**config.mk**
```make
export PLATFORM = sky130hd
export DESIGN_NAME = led_blinker
export DESIGN_NICKNAME = d
export VERILOG_FILES = /design/src/soc_pkg.sv /design/src/led_blinker.sv
export SDC_FILE = /design/constraint.sdc
export NUM_CORES = 1
export LEC_CHECK = 0
export BUFFER_PORTS_ARGS = -buffer_cell sky130_fd_sc_hd__buf_2
export CAP_MARGIN = 0
export CORE_UTILIZATION = 52
export CTS_CLUSTER_DIAMETER = 40
export DETAILED_ROUTE_END_ITERATION = 8
export PLACE_DENSITY = 0.83
export SYNTH_ARGS = -nofsm -noshare
export SYNTH_HDL_FRONTEND = slang
export SYNTH_SLANG_ARGS = --single-unit
```
**constraint.sdc**
```tcl
create_clock -name clk -period 5.35 [get_ports clk]
set_clock_uncertainty 0.2 [all_clocks]
set_input_delay 0.535 -clock clk [delete_from_list [all_inputs] [get_ports clk]]
set_output_delay 0.535 -clock clk [all_outputs]
set_load 0.01 [all_outputs]
```
**src/soc_pkg.sv**
```systemverilog
package soc_pkg;

  // shared bus widths
  localparam int bus_aw = 32;
  localparam int bus_dw = 32;

  // memory region, word addressed
  localparam logic [bus_aw-1:0] mem_base = 32'h0000_0000;
  localparam int mem_aw = 10;
  localparam int mem_words = 1 << mem_aw;

  // LED peripheral region
  localparam logic [bus_aw-1:0] led_base = 32'hC000_0000;

  // low address bits that select a register inside the LED region
  localparam int led_off_w = 4;
  localparam int led_w = 8;

  // LED register byte offsets
  localparam logic [led_off_w-1:0] led_off_value = 4'h0;
  localparam logic [led_off_w-1:0] led_off_mask = 4'h4;
  localparam logic [led_off_w-1:0] led_off_period = 4'h8;

  // blink half-period register width
  localparam int period_w = 16;

  // reset synchronizer depth
  localparam int rst_stages = 4;

endpackage
```
**src/led_blinker.sv**
```systemverilog
`timescale 1ns/1ps

module led_blinker (
  input  logic                         clk,
  input  logic                         rst,
  input  logic [soc_pkg::led_w-1:0]    value,
  input  logic [soc_pkg::led_w-1:0]    mask,
  input  logic [soc_pkg::period_w-1:0] period,
  input  logic                         period_wr,
  output logic [soc_pkg::led_w-1:0]    led
);

  import soc_pkg::*;

  logic [period_w-1:0] cnt_q;
  logic                phase_q;

  // half-period down-counter, phase flips on each natural reload
  always_ff @(posedge clk)
  begin
    if (rst)
    begin
      cnt_q <= '0;
      phase_q <= 1'b0;
    end
    else if (period_wr)
    begin
      // restart from the new period
      cnt_q <= period;
      phase_q <= 1'b0;
    end
    else if (period == '0)
    begin
      cnt_q <= '0;
      phase_q <= 1'b0;
    end
    else if (cnt_q <= period_w'(1))
    begin
      cnt_q <= period;
      phase_q <= ~phase_q;
    end
    else
    begin
      cnt_q <= cnt_q - period_w'(1);
    end
  end

  // masked pins follow the phase
  always_ff @(posedge clk)
  begin
    if (rst)
      led <= '0;
    else
      led <= value ^ (mask & {led_w{phase_q}});
  end

endmodule

```
Yosys cells after proc, flatten, opt, wreduce, memory -nomap -nowiden
Index checks and enable logic that the tools add are counted.

word-level totals
  input port bits = 35
  output and inout bits = 8
  flip-flop bits (word level) = 25
  logic and storage cells = 13

cells by class
  magnitude comparators = 1
  bitwise gates (word level) = 3
  reductions and logical operators = 2
  mux-type cells = 3
  $add $sub $neg = 1

operators by type and width
  cell                                                                     number
  16-bit two-way mux                                                       3
  16-bit by 1-bit <= comparator with 1-bit output (second input constant)  1
  16-bit zero test                                                         1
  16-bit by 1-bit subtractor with 16-bit output (second input constant)    1
  8-bit bitwise AND                                                        1
  8-bit bitwise XOR                                                        1
  3-bit OR reduction                                                       1
  1-bit NOT                                                                1

Longest topological paths before layout
  depth in word-level cells = 4
  mapped depth = 8
  gate-level depth less buffers = 7

Worst setup path after synthesis
No wires, ideal clock.

  path kind = reg-to-reg
  start point = register cnt_q[4]
  end point = register cnt_q[1]
  clock period less this slack = 1894 ps
  library setup time = 136 ps
  data arrival time = 1558 ps
  slack = 3456 ps
  data required time = 5014 ps
  buffers on the path = 1
  stages on the path, launching flop included = 7
  cell sequence = dfxtp_1 > or4_4 > nor4b_4 > a21oi_2 > buf_6 > nor2_1 > a211oi_2

on the way
  longest elaborated chain between the ends = 4

ends and longest elaborated chain
  item                                             RTL line           text
  start: declaration                               led_blinker.sv:15  logic [period_w-1:0] cnt_q;
  start signal: assignment                         led_blinker.sv:29  cnt_q <= period;
  start signal: assignment                         led_blinker.sv:39  cnt_q <= period;
  start signal: assignment                         led_blinker.sv:44  cnt_q <= cnt_q - period_w'(1);
  16-bit by 1-bit <= comparator with 1-bit output  led_blinker.sv:37  else if (cnt_q <= period_w'(1))
  16-bit two-way mux                               led_blinker.sv:37
  16-bit two-way mux                               led_blinker.sv:32  else if (period == '0)
  16-bit two-way mux                               led_blinker.sv:26  else if (period_wr)

No other way between the ends.
A chain may end at the register's enable or synchronous reset.

Worst setup path in the final report
  start point = register cnt_q[0]
  end point = register cnt_q[9]

on the way
  longest elaborated chain between the ends = 4
  elaborated cells on any way between the ends = 5
  those cells by class = 1 x add/sub; 1 x order compare; 3 x mux

ends and longest elaborated chain
  item                                                                                                                     RTL line
  16-bit by 1-bit subtractor with 16-bit output / 16-bit by 1-bit <= comparator with 1-bit output (equally long branches)  led_blinker.sv:44, led_blinker.sv:37
  16-bit two-way mux (*)                                                                                                   led_blinker.sv:37
  16-bit two-way mux (*)                                                                                                   led_blinker.sv:32
  16-bit two-way mux (*)                                                                                                   led_blinker.sv:26

Mark *: on every way between the ends. The rest lies on a longest branch, timed or not.

==> results_dict.tcl <==
set metrics [dict create \
    syn_area_per_cell_um2 9.34 \
    drv_slew 0 \
    cts-root-buf "clkbuf_4" \
    synthMostInstantiatedCell "dfxtp_1" \
    synth_edf_count 0 \
    die_w_um 50.9 \
    rsz0062_at_grt "false" \
    clk_path_buf_depth 2 \
    clock.fmax_mhz 423 \
    grt_pass1_wl_mm 4.46 \
    power_uw 404 \
    route.detailed.drc 0 \
    port_buffers 42 \
    vdd_ir_drop_max_v 0.000172 \
    cp_top_family "compound AO/OA/AOI/OAI gates" \
    yosysTopAreaCell "dfxtp_1" \
    numCtsBuffers 3 \
    postRouteAntennaNets 0 \
    required_ps 5410 \
    yosysSeqAreaShare 0.403 \
    syn_to_final_growth_pct 20.4 \
    syn_area_mm2 0.00124 \
    ios 43 \
    end_kind "flop" \
    dp_hpwl_mm 2.02 \
    post_cts_buffers 0 \
    worst_ep_arrival_time_ps 2420 \
    grt_overflow 0 \
    hold_path.class "input port to flop" \
    routed_wl_mm 2.57 \
    outcome "completed" \
    row_count 17 \
    clk_latency_ps 320 \
    grt_pass1_vias 1075 \
    core_mm2 0.00223 \
    p_leak_nw 0.612 \
    min_period_ps 2360 \
    die_h_um 50.9 \
    hold_viol 0 \
    die-area_mm2 0.00259 \
    grt.total_usage 0.225 \
    htree_levels 1 \
    start_util 0.556 \
    drv_cap 0 \
    timing.hold.ws_ps 231 \
    ys_warn_count 0 \
    ys_seq_elements 25 \
    synth.area.top_cells "dfxtp_1 (40%), xor2_1 (11%), o2bb2ai_1 (7.0%)" \
    worstPathCellList "inv_1, ha_1, nor2_1, nor4b_4, a21oi_2, nand2_2, o2bb2ai_1" \
    slowest_delay_ps 470 \
    drt_iter0_markers 13 \
    grt_max_degree 15 \
    synthCells 133 \
    synthTopCellsByCount "dfxtp_1 (25), nor2_1 (19), xor2_1 (15), nand2_1 (12), o2bb2ai_1 (10)" \
    cts_sinks 25 \
    synthFlopType "dfxtp_1" \
    synth_cell_types 29 \
    period_share 0.442 \
    gp_congestion 0.868 \
    num_vias 1109 \
    startpoint_type "flop" \
    route.detailed.vias_per_inst 5.44 \
    cp_num_buf_inv 1 \
    pwr_density_cell_mw_per_mm2 270 \
    dr.pass1.iters 4 \
    async_reset_ff_frac 0 \
    cts_resized 0 \
    antennaDiodeCount 0 \
    tightest_slew_ps 570 \
    critPathMaxFanout 12 \
    setup_tns_ps 0 \
    wl_per_cell_um 12.6 \
    netlist.area_leader.share 0.403 \
    antenna_found_initial 0 \
    path_class "flop to flop" \
    drive_above_1_share 0.313 \
    clk_pin_slew_ps 140 \
    finalSetupViolCount 0 \
    cts_tree "yes" \
    syn_nets 170 \
    ctsHoldBuffers 0 \
    nNetsFinal 214 \
    worst_path_max_delay_cell "a21oi_2" \
    max_slew_margin 0.620 \
]
==> worst paths after layout <==
path | start | end | slack [ps] | depth (start not counted)
max | cnt_q[0] | cnt_q[9] | 2990 | 7
min | period[10] | cnt_q[10] | 230 | 2
max reg2reg | cnt_q[0] | cnt_q[9] | 2990 | 7
min reg2reg | cnt_q[11] | cnt_q[11] | 390 | 2
==> placed cells by master (no fill, tap or decap), types with 3 or more instances in the layout <==
cell type  instances
a211oi_1           4
clkbuf_4           3
nand3_1            3
nor4_1             6
xor2_1            15
buf_2             42
nand2_1           12
nor2_1            19
dfxtp_1           25
nor3_1             5
inv_1              3
o2bb2ai_1         10
xnor2_1            8
==> cells by family after synthesis <==
kind of cell | count (synthesis) | synth area share
DFF | 25 | 0.403
buffers and inverters | 6 | 0.0242
AOI/OAI and AO/OA | 19 | 0.132
xor gates and xnor gates | 23 | 0.162
and+or+nand+nor | 57 | 0.251
adders and majority gates | 2 | 0.0201
muxes | 1 | 0.00806
==> routing by layer <==
layer  track usage  routed length (µm)  share of wire  up-vias
met2         0.407                1270           0.49       31
li1              -                   -              -      560
met3        0.0417                 133          0.052        2
met1         0.263                1150           0.45      516
met4        0.0787                  17         0.0066        0
met5             0                   0              0        -
==> through the flow <==
stage | instances | instance area, µm² | utilization | setup slack (ps)
after floorplan | 133 | 1240 | - | 3460
after global placement | 200 | 1470 | 0.658 | 3130
after detailed placement | 200 | 1470 | 0.658 | 3030
after CTS | 204 | 1500 | 0.670 | 2990
after global routing | 204 | 1500 | 0.670 | 2730
final | 204 | 1500 | 0.670 | 2990
==> state kept, by name, indices dropped and copies added (netlist names) <==
signal and flops:
cnt_q 16, led 8, phase_q 1
==> area by class of cell <==
type                            instances  area (µm²)
Inverter                                3        11.3
Fill cell                             198         737
Tap cell                               28        35.0
Multi-Input combinational cell        102         712
Sequential cell                        25         500
Timing Repair Buffer                   42         210
Clock buffer                            3        22.5
Clock inverter                          1        5.00
==> power breakdown <==
part           internal [mW]  total (mW)  switching [mW]  leakage [nW]
Clock                 0.0280      0.0866          0.0587        0.0177
Sequential             0.202       0.220          0.0174         0.208
Combinational         0.0482      0.0976          0.0494         0.387
Total                  0.278       0.404           0.126         0.612
No activity file was read; power rests on OpenSTA's default activity.
