**config.mk**
```make
export PLATFORM = sky130hd
export DESIGN_NAME = led_regs
export DESIGN_NICKNAME = d
export VERILOG_FILES = /design/src/soc_pkg.sv /design/src/led_regs.sv
export SDC_FILE = /design/constraint.sdc
export NUM_CORES = 1
export LEC_CHECK = 0
export ABC_CLOCK_PERIOD_IN_PS = 2800
export CORE_MARGIN = 2
export CORE_UTILIZATION = 45
export DETAILED_ROUTE_END_ITERATION = 8
export DONT_BUFFER_PORTS = 1
export PLACE_DENSITY_LB_ADDON = 0.12
export SLEW_MARGIN = 40
export SYNTH_ARGS = -nofsm -noshare
export SYNTH_HDL_FRONTEND = slang
export SYNTH_SLANG_ARGS = --single-unit
```
**constraint.sdc**
```tcl
create_clock -name clk -period 2.8 [get_ports clk]
set_clock_uncertainty 0.1 [all_clocks]
set_input_delay 0.28 -clock clk [delete_from_list [all_inputs] [get_ports clk]]
set_output_delay 0.28 -clock clk [all_outputs]
set_load 0.05 [all_outputs]
```
**src/soc_pkg.sv**
```systemverilog
package soc_pkg;

  // shared bus widths
  localparam int bus_aw = 32;
  localparam int bus_dw = 32;

  // memory region, word addressed
  localparam logic [bus_aw-1:0] mem_base = 32'h0000_0000;
  localparam int mem_aw = 10;
  localparam int mem_words = 1 << mem_aw;

  // LED peripheral region
  localparam logic [bus_aw-1:0] led_base = 32'hC000_0000;

  // low address bits that select a register inside the LED region
  localparam int led_off_w = 4;
  localparam int led_w = 8;

  // LED register byte offsets
  localparam logic [led_off_w-1:0] led_off_value = 4'h0;
  localparam logic [led_off_w-1:0] led_off_mask = 4'h4;
  localparam logic [led_off_w-1:0] led_off_period = 4'h8;

  // blink half-period register width
  localparam int period_w = 16;

  // reset synchronizer depth
  localparam int rst_stages = 4;

endpackage
```
**src/led_regs.sv**
```systemverilog
`timescale 1ns/1ps

module led_regs (
  input  logic                         clk,
  input  logic                         rst,
  input  logic                         bus_req,
  input  logic                         bus_write,
  input  logic [soc_pkg::bus_aw-1:0]   bus_addr,
  input  logic [soc_pkg::bus_dw-1:0]   bus_data_wr,
  output logic                         ack,
  output logic [soc_pkg::bus_dw-1:0]   data_rd,
  output logic [soc_pkg::led_w-1:0]    value,
  output logic [soc_pkg::led_w-1:0]    mask,
  output logic [soc_pkg::period_w-1:0] period,
  output logic                         period_wr
);

  import soc_pkg::*;

  logic                 hit;
  logic                 wr_en;
  logic [led_off_w-1:0] off;
  logic [bus_dw-1:0]    rd_d;
  logic [bus_dw-1:0]    rd_q;

  assign hit = (bus_addr[bus_aw-1:led_off_w] == led_base[bus_aw-1:led_off_w]);
  assign off = bus_addr[led_off_w-1:0];
  assign wr_en = bus_req && hit && bus_write;

  // read mux, holes in the region read as zero
  always_comb
  begin
    case (off)
      led_off_value:  rd_d = bus_dw'(value);
      led_off_mask:   rd_d = bus_dw'(mask);
      led_off_period: rd_d = bus_dw'(period);
      default:        rd_d = '0;
    endcase
  end

  // control registers and ack
  always_ff @(posedge clk)
  begin
    if (rst)
    begin
      value <= '0;
      mask <= '0;
      period <= '0;
      period_wr <= 1'b0;
      ack <= 1'b0;
    end
    else
    begin
      ack <= bus_req && hit;
      // pulse lines up with the new period value
      period_wr <= wr_en && (off == led_off_period);
      if (wr_en && off == led_off_value)
        value <= bus_data_wr[led_w-1:0];
      if (wr_en && off == led_off_mask)
        mask <= bus_data_wr[led_w-1:0];
      if (wr_en && off == led_off_period)
        period <= bus_data_wr[period_w-1:0];
    end
  end

  // read data captured at request time
  always_ff @(posedge clk)
  begin
    if (bus_req && hit)
      rd_q <= bus_write ? '0 : rd_d;
  end

  assign data_rd = ack ? rd_q : '0;

endmodule

```
Word level (Yosys, flattened, before mapping)
Index checks and enable logic that the tools add are counted.
{ "op_classes": {"reduce_logical": 6, "eq_ne": 3, "muxes": 2} }
{ "op_table": {"columns": ["op", "count"], "rows": [
  ["one-hot mux 16 bit (3 select lines)", 1],
  ["two-way mux 32 bit", 1],
  ["== test 28 bit (second input constant)", 1],
  ["logical AND 1 bit", 5],
  ["== test 4 x 3 -> 1 bit (second input constant)", 1],
  ["== test 4 bit (second input constant)", 1],
  ["logical NOT 4 bit", 1]
]} }
{ "totals": {"ff_bits": 66, "in_bits": 68, "out_inout_bits": 66} }

Depth between registers and ports, before layout
{ "logic_depth": {"depth_word": 4, "depth_mapped": 5} }

Least setup slack after synthesis
No wires, ideal clock.
{ "synth_path": {"kind": "in2reg", "start": "input port bus_addr[12] (netlist name)", "end": "register period[5] (netlist name)", "setup_slack_ns": 0.898, "arrival_ns": 1.731, "setup_time_ns": 0.072, "path_stages": 5, "cell_sequence": "nor4_2 > nand4_2 > nor4_4 > buf_6 > mux2i_1"} }
{ "synth_between": {"elab_chain_cells": 4} }
{ "synth_lines": {"columns": ["item", "line_no", "source"], "rows": [
  ["start: declaration", "led_regs.sv:8", "input logic [soc_pkg::bus_aw-1:0] bus_addr,"],
  ["== test 28 bit", "led_regs.sv:26", "assign hit = (bus_addr[bus_aw-1:led_off_w] == led_base[bus_aw-1:led_off_w]);"],
  ["logical AND 1 bit (2 in a row)", "led_regs.sv:28", "assign wr_en = bus_req && hit && bus_write;"],
  ["logical AND 1 bit", "led_regs.sv:61", "if (wr_en && off == led_off_period)"],
  ["end signal: assignment", "led_regs.sv:62", "period <= bus_data_wr[period_w-1:0];"],
  ["end: declaration", "led_regs.sv:14", "output logic [soc_pkg::period_w-1:0] period,"]
]} }
Every way passes these cells.
A chain may end at the register's enable or synchronous reset.

Final worst setup path
{ "layout_path": {"start": "input port bus_addr[20] (netlist name)", "end": "register value[1] (netlist name)"} }
{ "layout_between": {"elab_chain_cells": 4} }
{ "layout_lines": {"columns": ["item", "line_no", "source"], "rows": [
  ["== test 28 bit", "led_regs.sv:26", null],
  ["logical AND 1 bit (2 in a row)", "led_regs.sv:28", null],
  ["logical AND 1 bit", "led_regs.sv:57", "if (wr_en && off == led_off_value)"],
  ["end signal: assignment", "led_regs.sv:58", "value <= bus_data_wr[led_w-1:0];"],
  ["end: declaration", "led_regs.sv:12", "output logic [soc_pkg::led_w-1:0] value,"]
]} }
Every way passes these cells.

==> qor.yml <==
cts:
  cts_tree: "built"
  cts-root-buf: "clkbuf_8"
  cts_setup_buffers: 0
  cts_buffer_depth: 2
  clock_sinks: 50
  cts_buffers: 5
  clock_latency_ns: 0.30
  cts_hold_buffers: 1
  cts_resized: 0
  clk_transition_reported_paths_ns: 0.09
  cts_htree_levels: 2
sta:
  max_freq_mhz: 556
  setup_viol: 0
  setup_slack_ns: 1.00
  worst_slew_pin_slew_ns: 0.577
  fin_tns_setup_ns: 0
  layout_min_cycle_time_ns: 1.80
  rsz0062_at_grt: "false"
  slew_viol_final: 0
  fin_crit_sh_pct: 64.3
  hold_violations: 0
  timing.slew.headroom_pct: 61.5
global_routing:
  grt_first_pass_wirelength_um: 7450
  antenna_found_initial: 0
  grt_max_degree: 50
  grt_usage_pct: 15.5
  globalRouteOverflowTotal: 0
  grt_pass1_vias: 1472
yosys:
  ys_ff_latch: 50
  yosysMostFrequentCell: "nand2b_1"
  ys.flop_type: "dfxtp_1"
  synthMuxAreaShare_pct: 15.8
  ys_types: 25
  synthCells: 239
  synthTopCellsByArea: "dfxtp_1 27%, edfxtp_1 19%, mux2i_1 16%, nand2b_1 12%, and2_1 5.9%"
  synth.avg_cell_area_um2: 10.6
  yosysTopAreaCell: "dfxtp_1"
  yosysTopAreaCellShare_pct: 26.9
  syn_area_um2: 2530
  ys_seq_area_share_pct: 45.8
  synthXorXnorAreaFrac_pct: 0
  synth_top_family_by_area: "simple AND/OR/NAND/NOR gates"
  yosys.area_share.simple_pct: 29.3
  async_flop_share_pct: 0
  synth_common_cells: "50 x nand2b_1, 40 x mux2i_1, 34 x dfxtp_1"
  synthAdderAreaFrac_pct: 0
  synth_compound_area_share_pct: 2.03
  yosysWarnings: 0
  synth_edf_count: 16
power:
  power_uw: 1330
  ir_worst_vdd_uv: 317
  cellPowerDensity_nw_per_um2: 501
  leakagePower_uw: 0.000947
worst_setup_path:
  cp_top_family: "simple AND/OR/NAND/NOR gates"
  arrival_ns: 1.87
  crit_path_start_kind: "input pin"
  reg2regPathDepth: 4
  cp_max_fo: 8
  ff2ff_setup_slack_ns: 1.43
  crit_type: "in2reg"
  crit_chain: "nor4b_2, nand4_2, or4b_1, mux2i_1"
  worst_path_max_delay_cell: "or4b_1"
  slowest_delay_ns: 0.85
  end_kind: "flip-flop"
  cp_num_buf_inv: 0
  required_ns: 2.87
  worst_r2r_startpoint: "mask[5]"
  timing.rr.end: "rd_q[5]"
place:
  dp_hpwl_um: 3650
  place_area_um2: 2540
  port-buffer-count: 0
  gp_congestion: 0.694
  pre_cts_slack_ns: 0.638
floorplan:
  start_util_pct: 46.3
  core_area_um2: 5470
  dieArea_um2: 6240
  die_height_um: 79.0
  num_rows: 27
  ios: 134
  die_w_um: 79.0
hold_path:
  hold_path.class: "in2reg"
  min_path_cells: 2
  hp-start: "bus_data_wr[9]"
  holdPathEnd: "period[9]"
finish:
  fillerInstances: 519
  nets: 307
  drive_above_1_share_pct: 9.58
  final_area_um2: 2660
  multi_input_comb_area_um2: 1250
  diodes: 0
  final-seq-area_um2: 1160
  syn_to_final_growth_pct: 5.14
detailed_routing:
  dr_total_vias: 1530
  first_pass_iters: 4
  final_antenna_net_count: 0
  drc: 0
  routed_wl_um: 4890
  route.detailed.wl_per_inst_um: 15.7
  routed_via_density: 4.90
  drtIter0Drc: 64
job:
  max-cap-violations: 0
outcome:
  outcome: "complete, no violations"
-- kinds of logic (layout without fill, tap and decap cells) --
kind of cell	after synthesis	after routing
other	1	16
buffers and inverters	28	14
flip-flops	50	50
AO/OA/AOI/OAI	9	9
AND/OR/NAND/NOR	111	111
multiplexers	40	40
-- layout by cell type (no fill, tap or decap) --
cell type,n
a2111o_1,1
a21oi_1,8
and2_1,24
and3b_1,1
buf_4,4
bufinv_16,1
clkbuf_8,5
clkinvlp_4,2
conb_1,16
dfxtp_1,34
dlygate4sd3_1,1
edfxtp_1,16
inv_1,1
mux2i_1,40
nand2_2,1
nand2b_1,50
nand4_2,2
nor2_1,20
nor2b_1,1
nor4_1,2
nor4_2,4
nor4_4,3
nor4b_2,1
or2_1,1
or4b_1,1
-- worst register-to-register path, stage by stage (launching register included) --
cell	delay (ns)
dfxtp_1	0.67
mux2i_1	0.15
nor2_1	0.11
a21oi_1	0.06
nor2_1	0.14
-- power breakdown --
group	leakage (µW)	internal (µW)	switching, µW
clock	0.0000504	266	242
sequential	0.000384	742	0.000000430
combinational	0.000512	23.2	61.5
-- flip-flops by register name, indices dropped and copies added (netlist names) --
register / cells
period_wr: 1
mask: 8
rd_q: 16
period: 16
ack: 1
value: 8
-- stage by stage --
| stage | hold slack, ns | util, % | cells |
|---|---|---|---|
| 6_report | 0.0196 | 48.7 | 312 |
| 2_1_floorplan | 0.335 | - | 254 |
| 3_5_place_dp | 0.258 | 46.4 | 303 |
| 4_1_cts | 0.0128 | 48.7 | 312 |
| 5_1_grt | 0.00935 | 48.7 | 312 |
| 3_3_place_gp | 0.257 | 46.4 | 303 |
-- metal layers --
layer	global-route usage, %	share of wire, %	vias up
met5	0	0	-
met4	5.17	1.2	0
met3	5.80	9.3	7
met2	25.5	48	72
met1	18.7	42	675
li1	-	-	776
-- how the worst max path moves through the flow --
stage                      start   endpoint  slack, ns  depth (start not counted)
CTS                 bus_addr[20]   value[1]       0.96                          4
finish              bus_addr[20]   value[1]       1.00                          4
detailed placement  bus_addr[20]   value[6]       0.64                          4
global placement    bus_addr[20]   value[0]       0.69                          4
global route        bus_addr[20]   value[6]       0.89                          4
floorplan           bus_addr[12]  period[5]       0.90                          5
-- final cells by class --
type,instances,area share (%)
Clock buffer,5,2.58
Clock inverter,3,1.69
Inverter,1,0.141
Multi-Input combinational cell,176,47.1
Sequential cell,50,43.6
Tap cell,72,3.38
Timing Repair Buffer,5,1.50
Power figures use the tool's default switching activity.
